`src/hdl/rvIsaPkg.sv`:
```
package rvIsaPkg;

  ////////////////////////////////////////////////////////////////////
  // Major opcodes of the supported subset
  ////////////////////////////////////////////////////////////////////
  typedef enum logic [6:0] {
    opcOp     = 7'b0110011,
    opcOpImm  = 7'b0010011,
    opcLui    = 7'b0110111,
    opcLoad   = 7'b0000011,
    opcStore  = 7'b0100011,
    opcBranch = 7'b1100011,
    opcJal    = 7'b1101111
  } opcodeE;

  // funct3 for register and immediate ALU ops
  localparam logic [2:0] f3AddSub = 3'b000;
  localparam logic [2:0] f3Sll    = 3'b001;
  localparam logic [2:0] f3Slt    = 3'b010;
  localparam logic [2:0] f3Sltu   = 3'b011;
  localparam logic [2:0] f3Xor    = 3'b100;
  localparam logic [2:0] f3Sr     = 3'b101;
  localparam logic [2:0] f3Or     = 3'b110;
  localparam logic [2:0] f3And    = 3'b111;

  // funct3 for conditional branches
  localparam logic [2:0] f3Beq = 3'b000;
  localparam logic [2:0] f3Bne = 3'b001;
  localparam logic [2:0] f3Blt = 3'b100;
  localparam logic [2:0] f3Bge = 3'b101;

  typedef enum logic [3:0] {
    aluAdd, aluSub, aluAnd, aluOr, aluXor,
    aluSlt, aluSltu, aluSll, aluSrl, aluSra,
    aluPassB
  } aluOpE;

  // Branch condition resolved in execute
  typedef enum logic [2:0] {
    brNone, brEq, brNe, brLt, brGe
  } brKindE;

  // addi x0,x0,0
  localparam logic [31:0] nopWord = 32'h0000_0013;

endpackage
```
`src/hdl/pipePkg.sv`:
```
package pipePkg;

  ////////////////////////////////////////////////////////////////////
  // External load port and redirect
  ////////////////////////////////////////////////////////////////////
  typedef struct packed {
    logic [9:0]  addr;
    logic [31:0] data;
  } imemLoadT;

  typedef struct packed {
    logic        valid;
    logic [31:0] target;
  } redirectT;

  ////////////////////////////////////////////////////////////////////
  // Stage registers
  ////////////////////////////////////////////////////////////////////
  typedef struct packed {
    logic        valid;
    logic [31:0] pc;
    logic [31:0] instr;
  } ifIdT;

  typedef struct packed {
    logic              valid;
    logic [31:0]       pc;
    logic [31:0]       rs1Val;
    logic [31:0]       rs2Val;
    logic [31:0]       imm;
    logic [4:0]        rs1;
    logic [4:0]        rs2;
    logic [4:0]        rd;
    rvIsaPkg::aluOpE   aluOp;
    // A takes pc, B takes the immediate
    logic              selA;
    logic              selB;
    logic              memRead;
    logic              memWrite;
    rvIsaPkg::brKindE  brKind;
    logic              jump;
    logic              regWrite;
  } idExT;

  typedef struct packed {
    logic        valid;
    logic [31:0] result;
    logic [31:0] storeData;
    logic [4:0]  rd;
    logic        memRead;
    logic        memWrite;
    logic        regWrite;
    logic        jump;
    logic [31:0] link;
  } exMemT;

  // Writeback bus, also the trace
  typedef struct packed {
    logic        valid;
    logic [4:0]  rd;
    logic [31:0] data;
  } wbT;

endpackage

```
`src/hdl/executeUnit.sv`:
```
`timescale 1ns/100ps

module executeUnit (
  input  logic              clk,
  input  logic              rstN,
  input  pipePkg::idExT     idEx,
  input  pipePkg::wbT       wbFwd,
  output pipePkg::exMemT    exMem,
  output pipePkg::redirectT redirect
);
  import rvIsaPkg::*;

  logic        memHitOk;
  logic [31:0] memFwdVal;
  logic [31:0] fwdA, fwdB;
  logic [31:0] opA, opB;
  logic [31:0] aluOut;
  logic        taken;

  // Loads in MEM have no data yet, the stall covers them
  assign memHitOk  = exMem.valid && exMem.regWrite && !exMem.memRead && exMem.rd != 5'd0;
  assign memFwdVal = exMem.jump ? exMem.link : exMem.result;

  // Nearer stage wins
  function automatic logic [31:0] forward(input logic [4:0] rs, input logic [31:0] regVal);
    if (rs == 5'd0) begin
      return regVal;
    end else if (memHitOk && exMem.rd == rs) begin
      return memFwdVal;
    end else if (wbFwd.valid && wbFwd.rd == rs) begin
      return wbFwd.data;
    end
    return regVal;
  endfunction

  always_comb begin
    fwdA = forward(idEx.rs1, idEx.rs1Val);
    fwdB = forward(idEx.rs2, idEx.rs2Val);
  end

  assign opA = idEx.selA ? idEx.pc : fwdA;
  assign opB = idEx.selB ? idEx.imm : fwdB;

  ////////////////////////////////////////////////////////////////////
  // ALU and branch compare
  ////////////////////////////////////////////////////////////////////
  always_comb begin
    case (idEx.aluOp)
      aluAdd:   aluOut = opA + opB;
      aluSub:   aluOut = opA - opB;
      aluAnd:   aluOut = opA & opB;
      aluOr:    aluOut = opA | opB;
      aluXor:   aluOut = opA ^ opB;
      aluSlt:   aluOut = {31'd0, $signed(opA) < $signed(opB)};
      aluSltu:  aluOut = {31'd0, opA < opB};
      aluSll:   aluOut = opA << opB[4:0];
      aluSrl:   aluOut = opA >> opB[4:0];
      aluSra:   aluOut = $unsigned($signed(opA) >>> opB[4:0]);
      aluPassB: aluOut = opB;
      default:  aluOut = opA + opB;
    endcase
  end

  always_comb begin
    case (idEx.brKind)
      brEq:    taken = fwdA == fwdB;
      brNe:    taken = fwdA != fwdB;
      brLt:    taken = $signed(fwdA) < $signed(fwdB);
      brGe:    taken = $signed(fwdA) >= $signed(fwdB);
      default: taken = 1'b0;
    endcase
  end

  // Target is pc + imm from the ALU
  assign redirect = '{valid: idEx.valid && (taken || idEx.jump), target: aluOut};

  always_ff @(posedge clk) begin
    if (!rstN) begin
      exMem <= '0;
    end else begin
      exMem.valid     <= idEx.valid;
      exMem.result    <= aluOut;
      exMem.storeData <= fwdB;
      exMem.rd        <= idEx.rd;
      exMem.memRead   <= idEx.valid && idEx.memRead;
      exMem.memWrite  <= idEx.valid && idEx.memWrite;
      exMem.regWrite  <= idEx.valid && idEx.regWrite;
      exMem.jump      <= idEx.jump;
      exMem.link      <= idEx.pc + 32'd4;
    end
  end

endmodule

```
`config.mk`:
```
export PLATFORM = sky130hd
export DESIGN_NAME = executeUnit
export DESIGN_NICKNAME = d
export VERILOG_FILES = /design/src/hdl/rvIsaPkg.sv /design/src/hdl/pipePkg.sv /design/src/hdl/executeUnit.sv
export SDC_FILE = /design/constraint.sdc
export NUM_CORES = 1
export LEC_CHECK = 0
export ABC_AREA = 1
export BUFFER_PORTS_ARGS = -buffer_cell sky130_fd_sc_hd__buf_2
export CAP_MARGIN = 20
export CELL_PAD_IN_SITES_DETAIL_PLACEMENT = 0
export CELL_PAD_IN_SITES_GLOBAL_PLACEMENT = 1
export CORE_AREA = 2 2 211 213
export DETAILED_ROUTE_END_ITERATION = 12
export DIE_AREA = 0 0 213 215
export PLACE_DENSITY_LB_ADDON = 0.1
export SLEW_MARGIN = 20
export SYNTH_ARGS = -nofsm -noshare
export SYNTH_HDL_FRONTEND = slang
export SYNTH_SLANG_ARGS = --single-unit
```
`constraint.sdc`:
```
create_clock -name clk -period 4.73 [get_ports clk]
set_input_delay 0.2365 -clock clk [delete_from_list [all_inputs] [get_ports clk]]
set_output_delay 0.2365 -clock clk [all_outputs]
set_load 0.005 [all_outputs]
```
==> reports/results.tsv, run 1 <==
metric	value	unit
status	finished with violations	
violations	setup timing	
cts_root_buf	clkbuf_16	
yosysWarnings	0	
core-area	43600	um2
synth-async-reset-ratio	0	%
yosysTopAreaCell	nand2_1	
ys.flop_type	dfxtp_1	
drcViolationCount	0	
slew-limit-headroom	30.0	%
grt_pass1_vias	22300	
period_minus_slack	4.96	ns
synth_top_cell_area_share	20.5	%
synth_fp_nets	3288	
dp_cells	4097	
fin_crit_sh	105	%
holdCritStartpoint	idEx[16]	
htree_levels	3	
min_path_cells	3	
dr.pass1.iters	6	
r2r.worst_path.cells	37	
cts_buffers	9	
dpl_cell_area	20900	um2
setup.worst_path.start_class	flop	
io_buffers	335	
grt_overflow	0	
p_leak	13.0	nW
track_usage	42.2	%
netlist_area	16400	um2
gp_congestion	1.04	
antenna_found_initial	11	
yosysUniqueCellTypes	55	
avgSynthCellArea	5.53	um2
worst_slew_pin_slew	1.05	ns
synthTopCellsByCount	nand2_1 (895), nand3_1 (409), inv_1 (354), nor2_1 (228), a21oi_1 (166)	
slowest_stage	dfxtp_2	
synth_edf_count	0	
rsz0062_at_grt	yes	
hold_viol	0	
fin_area	24900	um2
cp_max_fo	8	
die_area	45800	um2
r2r_end	exMem[89]$_SDFF_PN0_	
crit_required	4.49	ns
largest_register_ffs	106	
dieHeight	215	um
max_stage_delay	0.35	ns
critical_path_class	reg -> out	
die_x	213	um
wl_per_cell	24.0	um
grt_max_degree	73	
cts.sinks	106	
ys_ff_latch	106	
grt_pass1_wl	143000	um
hold_buffers	0	
max_freq	202	MHz
utilization	57.0	%
n_fill_cell	4348	
path_clk_slew	0.07	ns
synth_area_leaders	nand2_1 (21%), dfxtp_1 (13%), nand3_1 (13%)	
place_hpwl	79900	um
cts_tree	done	
worstHoldEndpoint	exMem[39]$_SDFF_PN0_	
top_regs	exMem: 106 flops	
area_growth_syn_to_layout	52.0	%
drv_cap	0	
synth-seq-area-share	13.0	%
drt_iter0_markers	2964	
vias_per_cell	5.71	
peakVddDrop	0.146	mV
postRouteAntennaNets	0	
setup_ws	-0.228	ns
regMostFlops	exMem	
routed_wl	102000	um
powerDensity	232	nW/um2
clk-insertion-delay-late	0.40	ns
drive_above_1_share	37.1	%
crit_arrival	4.72	ns
cts_buffer_depth	2	
final_nets	3996	
r2r_setup_slack	-0.16	ns
num_rows	77	
cp-end-kind	primary output	
holdCritPathClass	in -> reg	
synth_most_common_cell	nand2_1	
fin_cells	4273	
syn_inst	2959	
maxSlewViolCount	0	
dpl_worst_slack	-0.415	ns
initial_core_util	37.5	%
ioPinCount	336	
finalSetupViolCount	18	
rr_startpoint	exMem[40]$_SDFF_PN0_	
num_vias	24400	
finalPower	5.77	mW
fin_skew	0.0160	ns
-- critical path, delay by kind of cell, from the launching register on --
kind	cells	cell delay, ns
buffers and inverters	10	1.14
adders and majority gates	1	0.26
AOI/OAI and AO/OA	8	1.03
xor gates and xnor gates	1	0.16
DFF	1	0.35
and+or+nand+nor	10	1.35
-- stage by stage --
step,hold WS [ns],TNS (ns)
after floorplan,0.309,0
after global placement,0.425,-6.81
after detailed placement,0.426,-7.80
after CTS,0.0250,-2.00
after global routing,0.0480,-6.25
final,0.0310,-2.19
-- how the worst max path moves through the flow --
stage	startpoint	end	slack (ns)	cells after the start
after floorplan	exMem[36]$_SDFF_PN0_	redirect[20]	0.31	29
after global placement	exMem[36]$_SDFF_PN0_	redirect[21]	-0.47	31
final	exMem[40]$_SDFF_PN0_	redirect[23]	-0.23	30
after detailed placement	exMem[36]$_SDFF_PN0_	redirect[21]	-0.41	31
after CTS	exMem[37]$_SDFF_PN0_	redirect[16]	-0.21	31
after global routing	exMem[36]$_SDFF_PN0_	redirect[27]	-0.41	31
-- area by class of cell --
class	count	area, um2	area share (%)
antenna	9	22.5	0.0905
clock buffer	14	284	1.14
clock inverter	2	16.3	0.0654
inverter	364	1400	5.61
multi-input combinational	2340	14300	57.4
sequential	106	2140	8.59
tap	592	741	2.98
timing repair buffer	846	5990	24.1
-- cell families after synthesis --
family | Yosys count | synth area share (%)
buf+inv | 513 | 13.0
fa+ha+maj | 132 | 10.2
flops | 106 | 13.0
xor+xnor | 21 | 1.12
mux | 29 | 1.77
simple gates | 1663 | 43.4
compound gates | 495 | 17.6
-- power breakdown --
group	leakage (nW)	switching [mW]	internal [mW]
Combinational	11.9	2.32	1.57
Clock	0.146	0.413	0.419
Sequential	0.885	0.0809	0.968
-- cells in the final DEF, fill, tap and decap left out, types with 31 or more instances in the layout --
master      n
nand2_2    80
nand3_1   365
buf_4     448
inv_2      74
buf_6      41
nand3_2    36
dfxtp_1    98
nor2_1    183
a21oi_2    33
o211ai_1   52
a21oi_1   117
nor2_2     32
o21ai_1    31
buf_2     332
o21ai_0    83
nand2_1   807
ha_1       94
o21ai_2    61
inv_1     279
-- per-layer routing --
layer / GRT usage (%) / vias to the layer above / wire [um]
li1: - / 11200 / -
met1: 55.1 / 11400 / 40300
met2: 62.3 / 1568 / 43300
met3: 8.78 / 298 / 11100
met4: 28.0 / 2 / 7600
met5: 0 / - / 11
-- repair_timing --
item                                    in CTS  in global routing
resized for setup                          395                296
buffers inserted                            91                 65
pin swaps                                  119                157
cloned                                       3                  3
endpoints found under the setup margin      45                 45
No activity file was read; power rests on OpenSTA's default activity.
==> inputs of run 2 (changes only) <==
- CELL_PAD_IN_SITES_DETAIL_PLACEMENT: 0 -> 1
==> run 2 against run 1 <==
The run now fails in global routing. Synthesized cell count unchanged. Area after synthesis stayed put.
==> reports/results.tsv, run 2 <==
metric	value	unit
synthTopCellsByCount	nand2_1 (895), nand3_1 (409), inv_1 (354), nor2_1 (228), a21oi_1 (166)	
io_buffers	335	
synth.area.mux_share	1.77	%
status	aborted with a tool error	
gp_congestion	1.04	
cts_buffers	9	
synth_compound_area_share	17.6	%
syn_inst	2959	
ys_ff_latch	106	
dpl_worst_slack	-0.488	ns
first-error	[ERROR GRT-0232] Routing congestion too high. Check the congestion heatmap in the GUI.	
yosys.area_share.simple	43.4	%
synth_fp_nets	3288	
synth-seq-area-share	13.0	%
track_usage	66.6	%
netlist_area	16400	um2
grt_overflow	5	
cts_buffer_depth	2	
yosysWarnings	0	
ioPinCount	336	
hold_buffers	0	
synthXorXnorAreaFrac	1.12	%
num_rows	77	
stop_stage	global routing	
synth_most_common_cell	nand2_1	
cts.sinks	106	
yosysTopAreaCell	nand2_1	
synth_edf_count	0	
avgSynthCellArea	5.53	um2
ys.flop_type	dfxtp_1	
grt-worst-endpoint	redirect[16]	
cts_root_buf	clkbuf_16	
die_x	213	um
synth_area_leaders	nand2_1 (21%), dfxtp_1 (13%), nand3_1 (13%)	
place_hpwl	86700	um
worstEndpointType	top-level output	
grt_max_degree	73	
yosysUniqueCellTypes	55	
synth-async-reset-ratio	0	%
initial_core_util	37.5	%
synth_top_cell_area_share	20.5	%
synth_top_family_by_area	simple AND/OR/NAND/NOR gates	
htree_levels	3	
dieHeight	215	um
synth_adder_area_share	10.2	%
## run 2: cell counts after synthesis
No cell type changed its count.
## run 2: logic make-up after synthesis
logic type | Yosys count
simple gates | 1663
xor+xnor | 21
flops | 106
buf+inv | 513
fa+ha+maj | 132
compound gates | 495
mux | 29
## run 2: metrics by stage
step	utilization [%]	std cells	hold WS, ns	instance area, um2	TNS [ns]
3_3_place_gp	47.8	4097	0.425	20900	-6.81
2_1_floorplan	-	2959	0.309	16400	0
3_5_place_dp	47.8	4097	0.428	20900	-11.17
4_1_cts	54.1	4216	0.0280	23600	-4.76
## run 2: timing repair
| item | in CTS |
|---|---|
| pin swaps | 115 |
| gates cloned | 4 |
| gates resized for setup | 428 |
| setup buffers | 106 |
| setup endpoints to repair | 47 |
## run 2: per-layer routing
layer,GRT overflow,GRT usage (%)
met5,0,15.6
met4,3,62.7
met3,0,46.1
met2,2,85.8
met1,0,69.0
==> inputs of run 3 (changes only) <==
- CELL_PAD_IN_SITES_DETAIL_PLACEMENT: 1 -> not set
- CELL_PAD_IN_SITES_GLOBAL_PLACEMENT: 1 -> not set
- CORE_AREA: 2 2 211 213 -> 2 2 237 239
- DIE_AREA: 0 0 213 215 -> 0 0 239 241
- PLACE_DENSITY_LB_ADDON: 0.1 -> 0.15
==> run 3 against run 2 <==
The flow now finishes, with violations (setup timing).
==> reports/results.tsv, run 3 (synthesized netlist as in run 1, its figures left out) <==
metric	value	unit
status	finished with violations	
violations	setup timing	
grt_overflow	0	
cts.sinks	106	
drcViolationCount	0	
final_nets	4020	
fin_skew	0.0281	ns
rr_startpoint	exMem[36]$_SDFF_PN0_	
die_x	239	um
peakVddDrop	0.199	mV
gp_congestion	1.03	
grt_max_degree	72	
cp-end-kind	primary output	
powerDensity	230	nW/um2
clk-insertion-delay-late	0.40	ns
r2r_setup_slack	0.08	ns
max_freq	201	MHz
drt_iter0_markers	2802	
dieHeight	241	um
postRouteAntennaNets	0	
max_stage_delay	0.39	ns
cp_max_fo	8	
grt_use_met1	43.9	%
path_common_cell	inv_2	
met2_usage	52.1	%
fin_cells	4404	
r2r.worst_path.cells	36	
largest_register_ffs	106	
vias_per_cell	5.37	
final_common_cell	nand2_1	
p_leak	13.0	nW
multiInputGateArea	13900	um2
area_growth_syn_to_layout	51.4	%
num_vias	23600	
rsz0062_at_grt	yes	
place_hpwl	81500	um
cts_tree	done	
utilization	45.2	%
track_usage	33.8	%
period_minus_slack	4.97	ns
initial_core_util	29.8	%
routed_wl	102000	um
startpoint	exMem[36]$_SDFF_PN0_	
dr.pass1.iters	7	
slowest_stage	dfxtp_4	
dp_cells	4291	
finalPower	5.69	mW
fin_crit_sh	105	%
die_area	57600	um2
drv_cap	0	
cts_buffer_depth	2	
ff_latch_area	2130	um2
hold_viol	0	
slew-limit-headroom	42.1	%
grt_pass1_vias	21800	
top_regs	exMem: 106 flops	
regMostFlops	exMem	
crit_required	4.49	ns
io_buffers	335	
path_clk_slew	0.08	ns
holdCritPathClass	in -> reg	
maxSlewViolCount	0	
r2r_end	exMem[100]$_SDFF_PN0_	
crit_arrival	4.73	ns
cts_root_buf	clkbuf_16	
num_rows	86	
critical_path_class	reg -> out	
worst_slew_pin_slew	0.868	ns
setup_ws	-0.237	ns
drive_above_1_share	35.7	%
wl_per_cell	23.1	um
ioPinCount	336	
grtUsageMet3	8.12	%
core-area	54900	um2
antenna_found_initial	4	
finalSetupViolCount	13	
grt_pass1_wl	143000	um
setup.worst_path.start_class	flop	
htree_levels	3	
final_cell_mix	nand2_1 (810), buf_4 (475), nand3_1 (379)	
fin_area	24800	um2
endpoint	redirect[0]	
hold_buffers	0	
cts_buffers	9	
busiest_layer	met2	
n_fill_cell	5988	
dpl_cell_area	21600	um2
-- run 3: how the worst min path moves through the flow --
stage                    from                   end  slack [ns]  cells past startpoint
finish               idEx[15]  exMem[38]$_SDFF_PN0_        0.04                      3
global route         idEx[15]  exMem[38]$_SDFF_PN0_        0.05                      3
CTS                  idEx[15]  exMem[38]$_SDFF_PN0_        0.03                      3
detailed placement   idEx[14]  exMem[37]$_SDFF_PN0_        0.42                      3
global placement     idEx[14]  exMem[37]$_SDFF_PN0_        0.43                      3
floorplan           idEx[126]   exMem[2]$_SDFF_PN0_        0.31                      1
-- run 3: final cells by class --
type / instances / area share (%)
Multi-Input combinational cell: 2340 / 56.1
Clock buffer: 11 / 0.939
Inverter: 364 / 5.57
Clock inverter: 5 / 0.258
Antenna cell: 4 / 0.0404
Timing Repair Buffer: 870 / 24.9
Sequential cell: 106 / 8.61
Tap cell: 704 / 3.56
-- run 3: critical path: cells and delay by family, from the launching register on --
kind	cells	cell delay (ns)
buffers and inverters	13	1.34
AOI/OAI and AO/OA	9	1.20
DFF	1	0.39
adders and majority gates	1	0.29
and+or+nand+nor	9	1.10
-- run 3: timing repair --
item	4_1_cts	5_1_grt
resized for setup	277	295
gates cloned	4	3
pin swaps	72	98
setup buffers	63	35
endpoints found under the setup margin	41	42
-- run 3: power by group --
group	switching [mW]	internal, mW	total [mW]
Sequential	0.0788	0.967	1.05
Combinational	2.24	1.55	3.79
Clock	0.439	0.419	0.858
Total	2.75	2.94	5.69
-- run 3: layer usage --
metal	routed length, um	vias up
met4	5860	2
met2	43100	1299
met3	10500	235
met1	42200	10900
li1	-	11200
met5	13	-
-- run 3: metrics by stage --
step	hold slack, ns	setup TNS, ns	setup WS (ns)
6_report	0.0395	-1.35	-0.237
5_1_grt	0.0452	-4.82	-0.428
4_1_cts	0.0267	-2.30	-0.274
3_5_place_dp	0.424	-5.90	-0.457
3_3_place_gp	0.432	-5.53	-0.432
2_1_floorplan	0.309	0	0.310
